### src/logic/rom_check_pkg.sv
// **************************************************
// Shared constants and types for the ROM checker.
// Referenced by scoped name from every RTL module.
// **************************************************
package rom_check_pkg;

  // ROM word and digest word width
  parameter int unsigned WordWidth = 32;

  // Multi-bit check result
  // Any other pattern is treated as invalid
  typedef enum logic [3:0] {
    ResultTrue  = 4'h6,
    ResultFalse = 4'h9
  } check_result_e;

  // Scanner sequencing
  typedef enum logic [1:0] {
    ScanIdle = 2'd0,
    ScanRead = 2'd1,
    ScanDone = 2'd2
  } scan_state_e;

  // Comparator sequencing
  typedef enum logic [1:0] {
    CmpWaiting  = 2'd0,
    CmpChecking = 2'd1,
    CmpDone     = 2'd2
  } cmp_state_e;

  // Base seed for the digest lanes
  // Lane k starts at this value xor k
  parameter logic [WordWidth-1:0] LaneSeedBase = 32'h9e3779b9;

endpackage

### src/logic/rom_word_if.sv
// **************************************************
// Payload word stream from the ROM scanner.
// Scanner drives source, each digest lane takes lane.
// **************************************************
interface rom_word_if #(
  parameter int IdxWidth = 5
);

  // One-cycle strobe per payload word
  logic                                  word_valid;
  // Payload word as read from the ROM
  logic [rom_check_pkg::WordWidth-1:0]   word_data;
  // Payload index, equal to the ROM address
  logic [IdxWidth-1:0]                   word_index;
  // Set together with the final payload word
  logic                                  word_last;

  // Producer side
  modport source (
    output word_valid,
    output word_data,
    output word_index,
    output word_last
  );

  // Consumer side, one per lane
  modport lane (
    input word_valid,
    input word_data,
    input word_index,
    input word_last
  );

endinterface

### src/logic/digest_compare.sv
// **************************************************
// Compares the computed digest with the stored one,
// one word per cycle, then reports a multi-bit result.
// **************************************************
module digest_compare #(
  parameter int NumWords = 2
) (
  input  logic                                        clk_i,
  input  logic                                        rst_ni,

  input  logic                                        start_i,
  input  logic                                        scan_done_i,

  // Word 0 in the low bits
  input  logic [NumWords*rom_check_pkg::WordWidth-1:0] digest_i,
  input  logic [NumWords*rom_check_pkg::WordWidth-1:0] exp_digest_i,

  output logic                                        done_o,
  output rom_check_pkg::check_result_e                good_o,
  // Sticky control-flow alert
  output logic                                        alert_o
);

  localparam int W    = rom_check_pkg::WordWidth;
  localparam int IdxW = (NumWords > 1) ? $clog2(NumWords) : 1;

  localparam logic [IdxW-1:0] LastIdx = IdxW'(NumWords - 1);

  rom_check_pkg::cmp_state_e state_q, state_d;
  logic [IdxW-1:0]           idx_q;
  logic                      idx_incr;
  logic                      matches_q;
  // A start has been seen for this run
  logic                      armed_q;
  logic                      alert_q;

  logic [W-1:0]              digest_word;
  logic [W-1:0]              exp_word;

  logic                      fsm_alert;
  logic                      start_alert;
  logic                      wait_idx_alert;
  logic                      done_idx_alert;
  logic                      scan_alert;

  // Waiting, then Checking for NumWords cycles, then Done for good
  always_comb begin
    state_d   = state_q;
    fsm_alert = 1'b0;
    case (state_q)
      rom_check_pkg::CmpWaiting: begin
        if (scan_done_i) begin
          state_d = rom_check_pkg::CmpChecking;
        end
      end
      rom_check_pkg::CmpChecking: begin
        if (idx_q == LastIdx) begin
          state_d = rom_check_pkg::CmpDone;
        end
      end
      rom_check_pkg::CmpDone: begin
        // Final
      end
      default: begin
        fsm_alert = 1'b1;
      end
    endcase
  end

  // Step through words, stop on the last one
  assign idx_incr = (state_q == rom_check_pkg::CmpChecking) && (idx_q != LastIdx);

  // Current word pair
  assign digest_word = digest_i[idx_q*W +: W];
  assign exp_word    = exp_digest_i[idx_q*W +: W];

  always_ff @(posedge clk_i or negedge rst_ni) begin
    if (!rst_ni) begin
      state_q   <= rom_check_pkg::CmpWaiting;
      idx_q     <= '0;
      matches_q <= 1'b1;
      armed_q   <= 1'b0;
    end else begin
      state_q <= state_d;
      if (idx_incr) begin
        idx_q <= idx_q + 1'b1;
      end
      // Any mismatch clears it for good
      if (state_q == rom_check_pkg::CmpChecking) begin
        matches_q <= matches_q && (digest_word == exp_word);
      end
      if (start_i && (state_q == rom_check_pkg::CmpWaiting)) begin
        armed_q <= 1'b1;
      end
    end
  end

  // Only one start per run, and only while waiting
  assign start_alert = start_i && ((state_q != rom_check_pkg::CmpWaiting) || armed_q);

  // Index must sit at zero before checking
  assign wait_idx_alert = (state_q == rom_check_pkg::CmpWaiting) && (idx_q != '0);

  // Index must rest on the last word once done
  assign done_idx_alert = (state_q == rom_check_pkg::CmpDone) && (idx_q != LastIdx);

  // Scan end is only legal while waiting
  assign scan_alert = scan_done_i && (state_q != rom_check_pkg::CmpWaiting);

  always_ff @(posedge clk_i or negedge rst_ni) begin
    if (!rst_ni) begin
      alert_q <= 1'b0;
    end else begin
      alert_q <= alert_q | fsm_alert | start_alert | wait_idx_alert |
                 done_idx_alert | scan_alert;
    end
  end

  assign alert_o = alert_q;
  assign done_o  = (state_q == rom_check_pkg::CmpDone);

  // True only after a full clean pass
  assign good_o = (done_o && matches_q) ? rom_check_pkg::ResultTrue
                                        : rom_check_pkg::ResultFalse;

endmodule

### src/logic/digest_lane.sv
// **************************************************
// One digest word accumulated over the payload stream.
// LaneIdx picks the rotate amount, so lanes differ.
// **************************************************
module digest_lane #(
  parameter int LaneIdx = 0
) (
  input  logic                                clk_i,
  input  logic                                rst_ni,

  // Payload stream from the scanner
  rom_word_if.lane                            word_i,

  output logic [rom_check_pkg::WordWidth-1:0] digest_o
);

  localparam int W = rom_check_pkg::WordWidth;

  // Rotate by LaneIdx+1, wrapped to the word width
  localparam int RotAmt = (LaneIdx + 1) % W;

  localparam logic [W-1:0] Seed = rom_check_pkg::LaneSeedBase ^ W'(LaneIdx);

  logic [W-1:0] acc_q;
  logic [W-1:0] acc_rot;
  logic [W-1:0] acc_next;
  // Set once the final payload word is folded in
  logic         sealed_q;
  logic         update;

  // Left rotate of the running value
  assign acc_rot = (acc_q << RotAmt) | (acc_q >> (W - RotAmt));

  // Rotate, xor the word, add the index
  assign acc_next = (acc_rot ^ word_i.word_data) + W'(word_i.word_index);

  // No further updates after the last word
  assign update = word_i.word_valid && !sealed_q;

  always_ff @(posedge clk_i or negedge rst_ni) begin
    if (!rst_ni) begin
      acc_q    <= Seed;
      sealed_q <= 1'b0;
    end else begin
      if (update) begin
        acc_q <= acc_next;
        if (word_i.word_last) begin
          sealed_q <= 1'b1;
        end
      end
    end
  end

  assign digest_o = acc_q;

endmodule

### src/logic/rom_check_top.sv
// **************************************************
// ROM integrity checker top level. Pulse start_i once,
// then wait for done_o and read good_o and alert_o.
// **************************************************
module rom_check_top #(
  parameter int RomDepth = 32,
  parameter int NumWords = 2
) (
  input  logic                                clk_i,
  input  logic                                rst_ni,

  input  logic                                start_i,

  // External ROM, one-cycle read latency
  output logic                                rom_req_o,
  output logic [$clog2(RomDepth)-1:0]         rom_addr_o,
  input  logic [rom_check_pkg::WordWidth-1:0] rom_rdata_i,

  // Result
  output logic                                done_o,
  output rom_check_pkg::check_result_e        good_o,
  output logic                                alert_o
);

  localparam int W     = rom_check_pkg::WordWidth;
  localparam int AddrW = $clog2(RomDepth);

  logic                  scan_done;
  logic [NumWords*W-1:0] exp_digest;
  // Lane k fills slot k
  logic [NumWords*W-1:0] digest;

  // Payload stream, scanner to all lanes
  rom_word_if #(
    .IdxWidth(AddrW)
  ) word_if ();

  rom_scanner #(
    .RomDepth(RomDepth),
    .NumWords(NumWords)
  ) u_scanner (
    .clk_i,
    .rst_ni,
    .start_i,
    .rom_req_o,
    .rom_addr_o,
    .rom_rdata_i,
    .word_o       (word_if.source),
    .scan_done_o  (scan_done),
    .exp_digest_o (exp_digest)
  );

  // One lane per digest word
  for (genvar k = 0; k < NumWords; k++) begin : g_lane
    digest_lane #(
      .LaneIdx(k)
    ) u_lane (
      .clk_i,
      .rst_ni,
      .word_i   (word_if.lane),
      .digest_o (digest[k*W +: W])
    );
  end

  digest_compare #(
    .NumWords(NumWords)
  ) u_compare (
    .clk_i,
    .rst_ni,
    .start_i,
    .scan_done_i  (scan_done),
    .digest_i     (digest),
    .exp_digest_i (exp_digest),
    .done_o,
    .good_o,
    .alert_o
  );

endmodule

### src/logic/rom_scanner.sv
// **************************************************
// Reads every ROM word once after start_i, streams the
// payload to the lanes and captures the stored digest.
// **************************************************
module rom_scanner #(
  parameter int RomDepth = 32,
  parameter int NumWords = 2
) (
  input  logic                                  clk_i,
  input  logic                                  rst_ni,

  input  logic                                  start_i,

  // ROM read port, data one cycle after request
  output logic                                  rom_req_o,
  output logic [$clog2(RomDepth)-1:0]           rom_addr_o,
  input  logic [rom_check_pkg::WordWidth-1:0]   rom_rdata_i,

  // Payload stream to the lanes
  rom_word_if.source                            word_o,

  // To the comparator
  output logic                                  scan_done_o,
  output logic [NumWords*rom_check_pkg::WordWidth-1:0] exp_digest_o
);

  localparam int W      = rom_check_pkg::WordWidth;
  localparam int AddrW  = $clog2(RomDepth);
  // First address holding an expected digest word
  localparam int PayloadLimit = RomDepth - NumWords;

  localparam logic [AddrW-1:0] LastAddr  = AddrW'(RomDepth - 1);
  localparam logic [AddrW-1:0] LimitAddr = AddrW'(PayloadLimit);
  localparam logic [AddrW-1:0] LastPay   = AddrW'(PayloadLimit - 1);

  rom_check_pkg::scan_state_e state_q, state_d;
  logic [AddrW-1:0]           addr_q, addr_d;

  // Tag of the word currently on rom_rdata_i
  logic                       rsp_valid_q;
  logic [AddrW-1:0]           rsp_addr_q;

  logic [NumWords*W-1:0]      exp_q;

  // Read sequencing; runs once per reset
  always_comb begin
    state_d = state_q;
    addr_d  = addr_q;
    case (state_q)
      rom_check_pkg::ScanIdle: begin
        // Later start pulses are ignored here
        if (start_i) begin
          state_d = rom_check_pkg::ScanRead;
        end
      end
      rom_check_pkg::ScanRead: begin
        if (addr_q == LastAddr) begin
          state_d = rom_check_pkg::ScanDone;
        end else begin
          addr_d = addr_q + 1'b1;
        end
      end
      rom_check_pkg::ScanDone: begin
        // Final
      end
      default: begin
        state_d = rom_check_pkg::ScanDone;
      end
    endcase
  end

  always_ff @(posedge clk_i or negedge rst_ni) begin
    if (!rst_ni) begin
      state_q     <= rom_check_pkg::ScanIdle;
      addr_q      <= '0;
      rsp_valid_q <= 1'b0;
    end else begin
      state_q     <= state_d;
      addr_q      <= addr_d;
      rsp_valid_q <= rom_req_o;
    end
  end

  // Address tag follows the request by one cycle
  always_ff @(posedge clk_i) begin
    rsp_addr_q <= addr_q;
  end

  assign rom_req_o  = (state_q == rom_check_pkg::ScanRead);
  assign rom_addr_o = addr_q;

  // Payload words go straight onto the stream
  assign word_o.word_valid = rsp_valid_q && (rsp_addr_q < LimitAddr);
  assign word_o.word_data  = rom_rdata_i;
  assign word_o.word_index = rsp_addr_q;
  assign word_o.word_last  = (rsp_addr_q == LastPay);

  // Top words land in their digest slot, word 0 lowest
  always_ff @(posedge clk_i) begin
    for (int k = 0; k < NumWords; k++) begin
      if (rsp_valid_q && (rsp_addr_q == LimitAddr + AddrW'(k))) begin
        exp_q[k*W +: W] <= rom_rdata_i;
      end
    end
  end

  assign exp_digest_o = exp_q;

  // High while the last ROM word is on the bus
  assign scan_done_o = rsp_valid_q && (rsp_addr_q == LastAddr);

endmodule

### config.mk
export PLATFORM = sky130hd
export DESIGN_NAME = rom_check_top
export DESIGN_NICKNAME = d
export VERILOG_FILES = /design/src/logic/rom_check_pkg.sv /design/src/logic/rom_word_if.sv /design/src/logic/digest_compare.sv /design/src/logic/digest_lane.sv /design/src/logic/rom_check_top.sv /design/src/logic/rom_scanner.sv
export SDC_FILE = /design/constraint.sdc
export NUM_CORES = 1
export LEC_CHECK = 0
export ABC_AREA = 1
export BUFFER_PORTS_ARGS = -buffer_cell sky130_fd_sc_hd__buf_4
export CAP_MARGIN = 20
export CORE_UTILIZATION = 40
export DETAILED_ROUTE_END_ITERATION = 6
export GPL_TIMING_DRIVEN = 0
export PLACE_DENSITY = 0.66
export SLEW_MARGIN = 20
export SYNTH_ARGS = -nofsm -noshare
export SYNTH_HDL_FRONTEND = slang
export SYNTH_SLANG_ARGS = --single-unit
### constraint.sdc
create_clock -name clk_i -period 5.59 [get_ports clk_i]
set_input_delay 0.559 -clock clk_i [delete_from_list [all_inputs] [get_ports clk_i]]
set_output_delay 0.559 -clock clk_i [all_outputs]
set_load 0.01 [all_outputs]
==> flow_summary.yaml <==
timing:
  fin_crit_ps: 2720
  rsz0062_at_grt: "no"
  timing.fmax_mhz: 367
  maxSlewHeadroom_pct: 43.9
  finalSetupTns_ps: 0
  setup_violations: 0
  hold_viol_final: 0
  finClkSkew_ps: 10.5
  slew_viol_final: 0
  worst-slew-pin-transition_ps: 834
  fin_crit_sh_pct: 48.7
setup_path:
  cp.arrival_ps: 3040
  cpMostUsedCell: "nand2_1"
  cpPeakStageDelay_ps: 420
  cp_slowest_cell: "dfrtp_1"
  reg2reg_depth: 12
  crit_fanout: 5
  crit_path_end_kind: "register"
  path_cells: "xor2_1 > ha_1 > inv_1 > fa_1 > o21ai_1 > nand2_1 > nand2_1 > nand2_1 > nor2_1 > nand3_1 > nand3_1 > nand2_1"
  r2r-start: "g_lane[1].u_lane.digest_o[30]$_DFFE_PN0P_"
  worstPathRequired_ps: 5910
  reg2reg_to: "g_lane[1].u_lane.digest_o[24]$_DFFE_PN0P_"
  r2r_slack_ps: 2870
  start_kind: "register"
  worst-path-buf-inv: 1
  crit_type: "reg2reg"
  crit_family: "simple AND/OR/NAND/NOR gates"
synthesis:
  synth-main-ff-cell: "edfxtp_1"
  synth_commonest_cells: "nand2_1, inv_1, nor2_1"
  synthArstFlopShare_pct: 53.7
  syn_area_per_cell_um2: 7.34
  netlist-cell-type-count: 38
  syn_nets: 1288
  yosysTopAreaCell: "edfxtp_1"
  ys_seq_area_share_pct: 44.8
  ys_warn_count: 0
  synth.area.top_cells: "edfxtp_1, nand2_1, dfstp_2"
  ys_ff_latch: 149
  syn_area_um2: 9080
  synth_edf_count: 64
  synthCells: 1238
  synth.most_common_cell: "nand2_1"
  synth_top_cell_area_share_pct: 21.2
power_and_ir_drop:
  power_density_nw_per_um2: 399
  ir_worst_vdd_uv: 263
  design_power_total_uw: 4170
  p_leak_uw: 0.00503
drt:
  drc: 0
  drt-total-wl_mm: 25.9
  detail-route-antenna-nets: 0
  viasPerCell: 4.90
  drt-initial-drc-count: 559
  dr.pass1.iters: 7
  wl_per_cell_um: 16.2
  route.vias.total: 7842
floorplanning:
  die_x_um: 153
  pin_count: 47
  die-area_um2: 23300
  rows: 54
  initial_utilization_pct: 41.2
  dieHeight_um: 153
  core_um2: 22000
status:
  status: "finished clean"
layout:
  syn_to_final_growth_pct: 15.1
  fin_area_um2: 10500
  layout.nets: 1358
  layout-drive-gt1-share_pct: 11.9
  diodes: 0
  stdcell_count: 1601
  final_util_pct: 47.5
clock_tree:
  ctsResizeCount: 0
  cts_root_buf: "clkbuf_16"
  clk_latency_ps: 430
  post-cts-setup-buffers: 0
  cts_tree: "done"
  h-tree-depth: 4
  hold_buffers: 0
  path_clk_slew_ps: 70
  cts_buffer_depth: 2
  cts_num_sinks: 149
  cts_buffers: 17
grt:
  met3_usage_pct: 3.38
  busiest_layer: "met2"
  antenna_found_initial: 0
  grt_max_degree: 81
  grtUsageMet1_pct: 31.1
  grt_pass1_wl_mm: 40.2
  grt_util_all_layers_pct: 23.1
  use_met2_pct: 37.2
  grt-ovfl-total: 0
  grt_pass1_vias: 7342
placed_design:
  gp_congestion: 0.954
  port_buffers: 46
  placed_area_um2: 9810
  hpwl_mm: 20.1
  dpl.cell_count: 1569
hold_path:
  hold_class: "in2async"
run:
  cap_violations: 0
## stage by stage
stage | hold slack [ps] | setup WS [ps]
floorplan | 263 | 1430
global placement | 426 | -796
detailed placement | 433 | 2640
CTS | 341 | 2900
global route | 253 | 2710
finish | 203 | 2870
## layout by cell type, fill, tap and decap left out, types with 2 or more instances in the layout
| cell type | n |
|---|---|
| buf_6 | 2 |
| nand2_1 | 510 |
| xor2_1 | 44 |
| nand2_2 | 3 |
| nand4_1 | 7 |
| mux2_2 | 2 |
| nand3b_1 | 9 |
| edfxtp_1 | 64 |
| fa_1 | 2 |
| o22ai_1 | 3 |
| clkinv_2 | 2 |
| o21ai_1 | 6 |
| buf_2 | 6 |
| clkbuf_1 | 11 |
| bufinv_16 | 4 |
| dfstp_2 | 40 |
| dfxtp_1 | 5 |
| inv_2 | 2 |
| nand3_1 | 70 |
| nor2_2 | 16 |
| nor2_1 | 105 |
| nor2_4 | 5 |
| a21oi_1 | 7 |
| or2_2 | 2 |
| o21bai_1 | 8 |
| o21ai_0 | 37 |
| xnor2_1 | 31 |
| buf_4 | 48 |
| clkbuf_16 | 17 |
| ha_1 | 13 |
| inv_1 | 184 |
| dfrtp_1 | 40 |
| clkbuf_8 | 4 |
## cells by family (layout without fill, tap and decap cells)
logic type                 count (synthesis)  in the layout  synth area share (%)
muxes                                      2              2                 0.248
xor gates and xnor gates                  76             76                  7.41
buffers and inverters                    200            283                  8.46
DFF                                      149            149                  44.8
AOI/OAI and AO/OA                         65             65                  3.97
adders and majority gates                 15             15                  2.23
and+or+nand+nor                          731            731                  32.8
## layer usage
layer / share of wire (%) / vias to the layer above
met2: 46 / 219
met4: 3.3 / 0
met1: 45 / 3630
met3: 5.7 / 43
li1: - / 3950
met5: 0 / -
## report_power, final
| part | total (uW) | internal, uW | leakage (uW) | switching [uW] |
|---|---|---|---|---|
| logic | 1350 | 484 | 0.00324 | 866 |
| registers | 1580 | 1390 | 0.00148 | 192 |
| clock network | 1240 | 793 | 0.000311 | 449 |
| total | 4170 | 2670 | 0.00503 | 1510 |
## flip-flops by register name, indices dropped and copies added (netlist names), 2 cells and up
name	flops
g_lane.u_lane.digest_o	64
g_lane.u_lane.sealed_q	2
u_scanner.word_o.word_index	5
u_scanner.state_q	2
u_compare.state_q	2
u_scanner.rom_addr_o	5
u_scanner.exp_digest_o	64
## area by class of cell
type                       count  area, um^2
fill                        2167       11600
multi-input combinational    889        4250
sequential                   149        4070
inverter                     186         698
clock buffer                  23         488
timing repair buffer          51         377
tap                          280         350
clock inverter                 9         150
buffer                        14        70.1
## worst max-delay path by stage
stage                     cells after the start  slack (ps)                                   endpoint                                 startpoint
final                                        12        2870  g_lane[1].u_lane.digest_o[24]$_DFFE_PN0P_  g_lane[1].u_lane.digest_o[30]$_DFFE_PN0P_
after global routing                         12        2710  g_lane[1].u_lane.digest_o[16]$_DFFE_PN1P_  g_lane[1].u_lane.digest_o[30]$_DFFE_PN0P_
after CTS                                    12        2900  g_lane[1].u_lane.digest_o[16]$_DFFE_PN1P_  g_lane[1].u_lane.digest_o[30]$_DFFE_PN0P_
after detailed placement                     13        2640  g_lane[1].u_lane.digest_o[24]$_DFFE_PN0P_                             rom_rdata_i[0]
after global placement                        2        -800       u_scanner.exp_digest_o[28]$_DFFE_PP_     u_scanner.word_o.word_index[1]$_DFF_P_
after floorplan                               2        1430        u_scanner.exp_digest_o[0]$_DFFE_PP_     u_scanner.word_o.word_index[1]$_DFF_P_
Note: power is estimated with default switching activity, not from simulation.
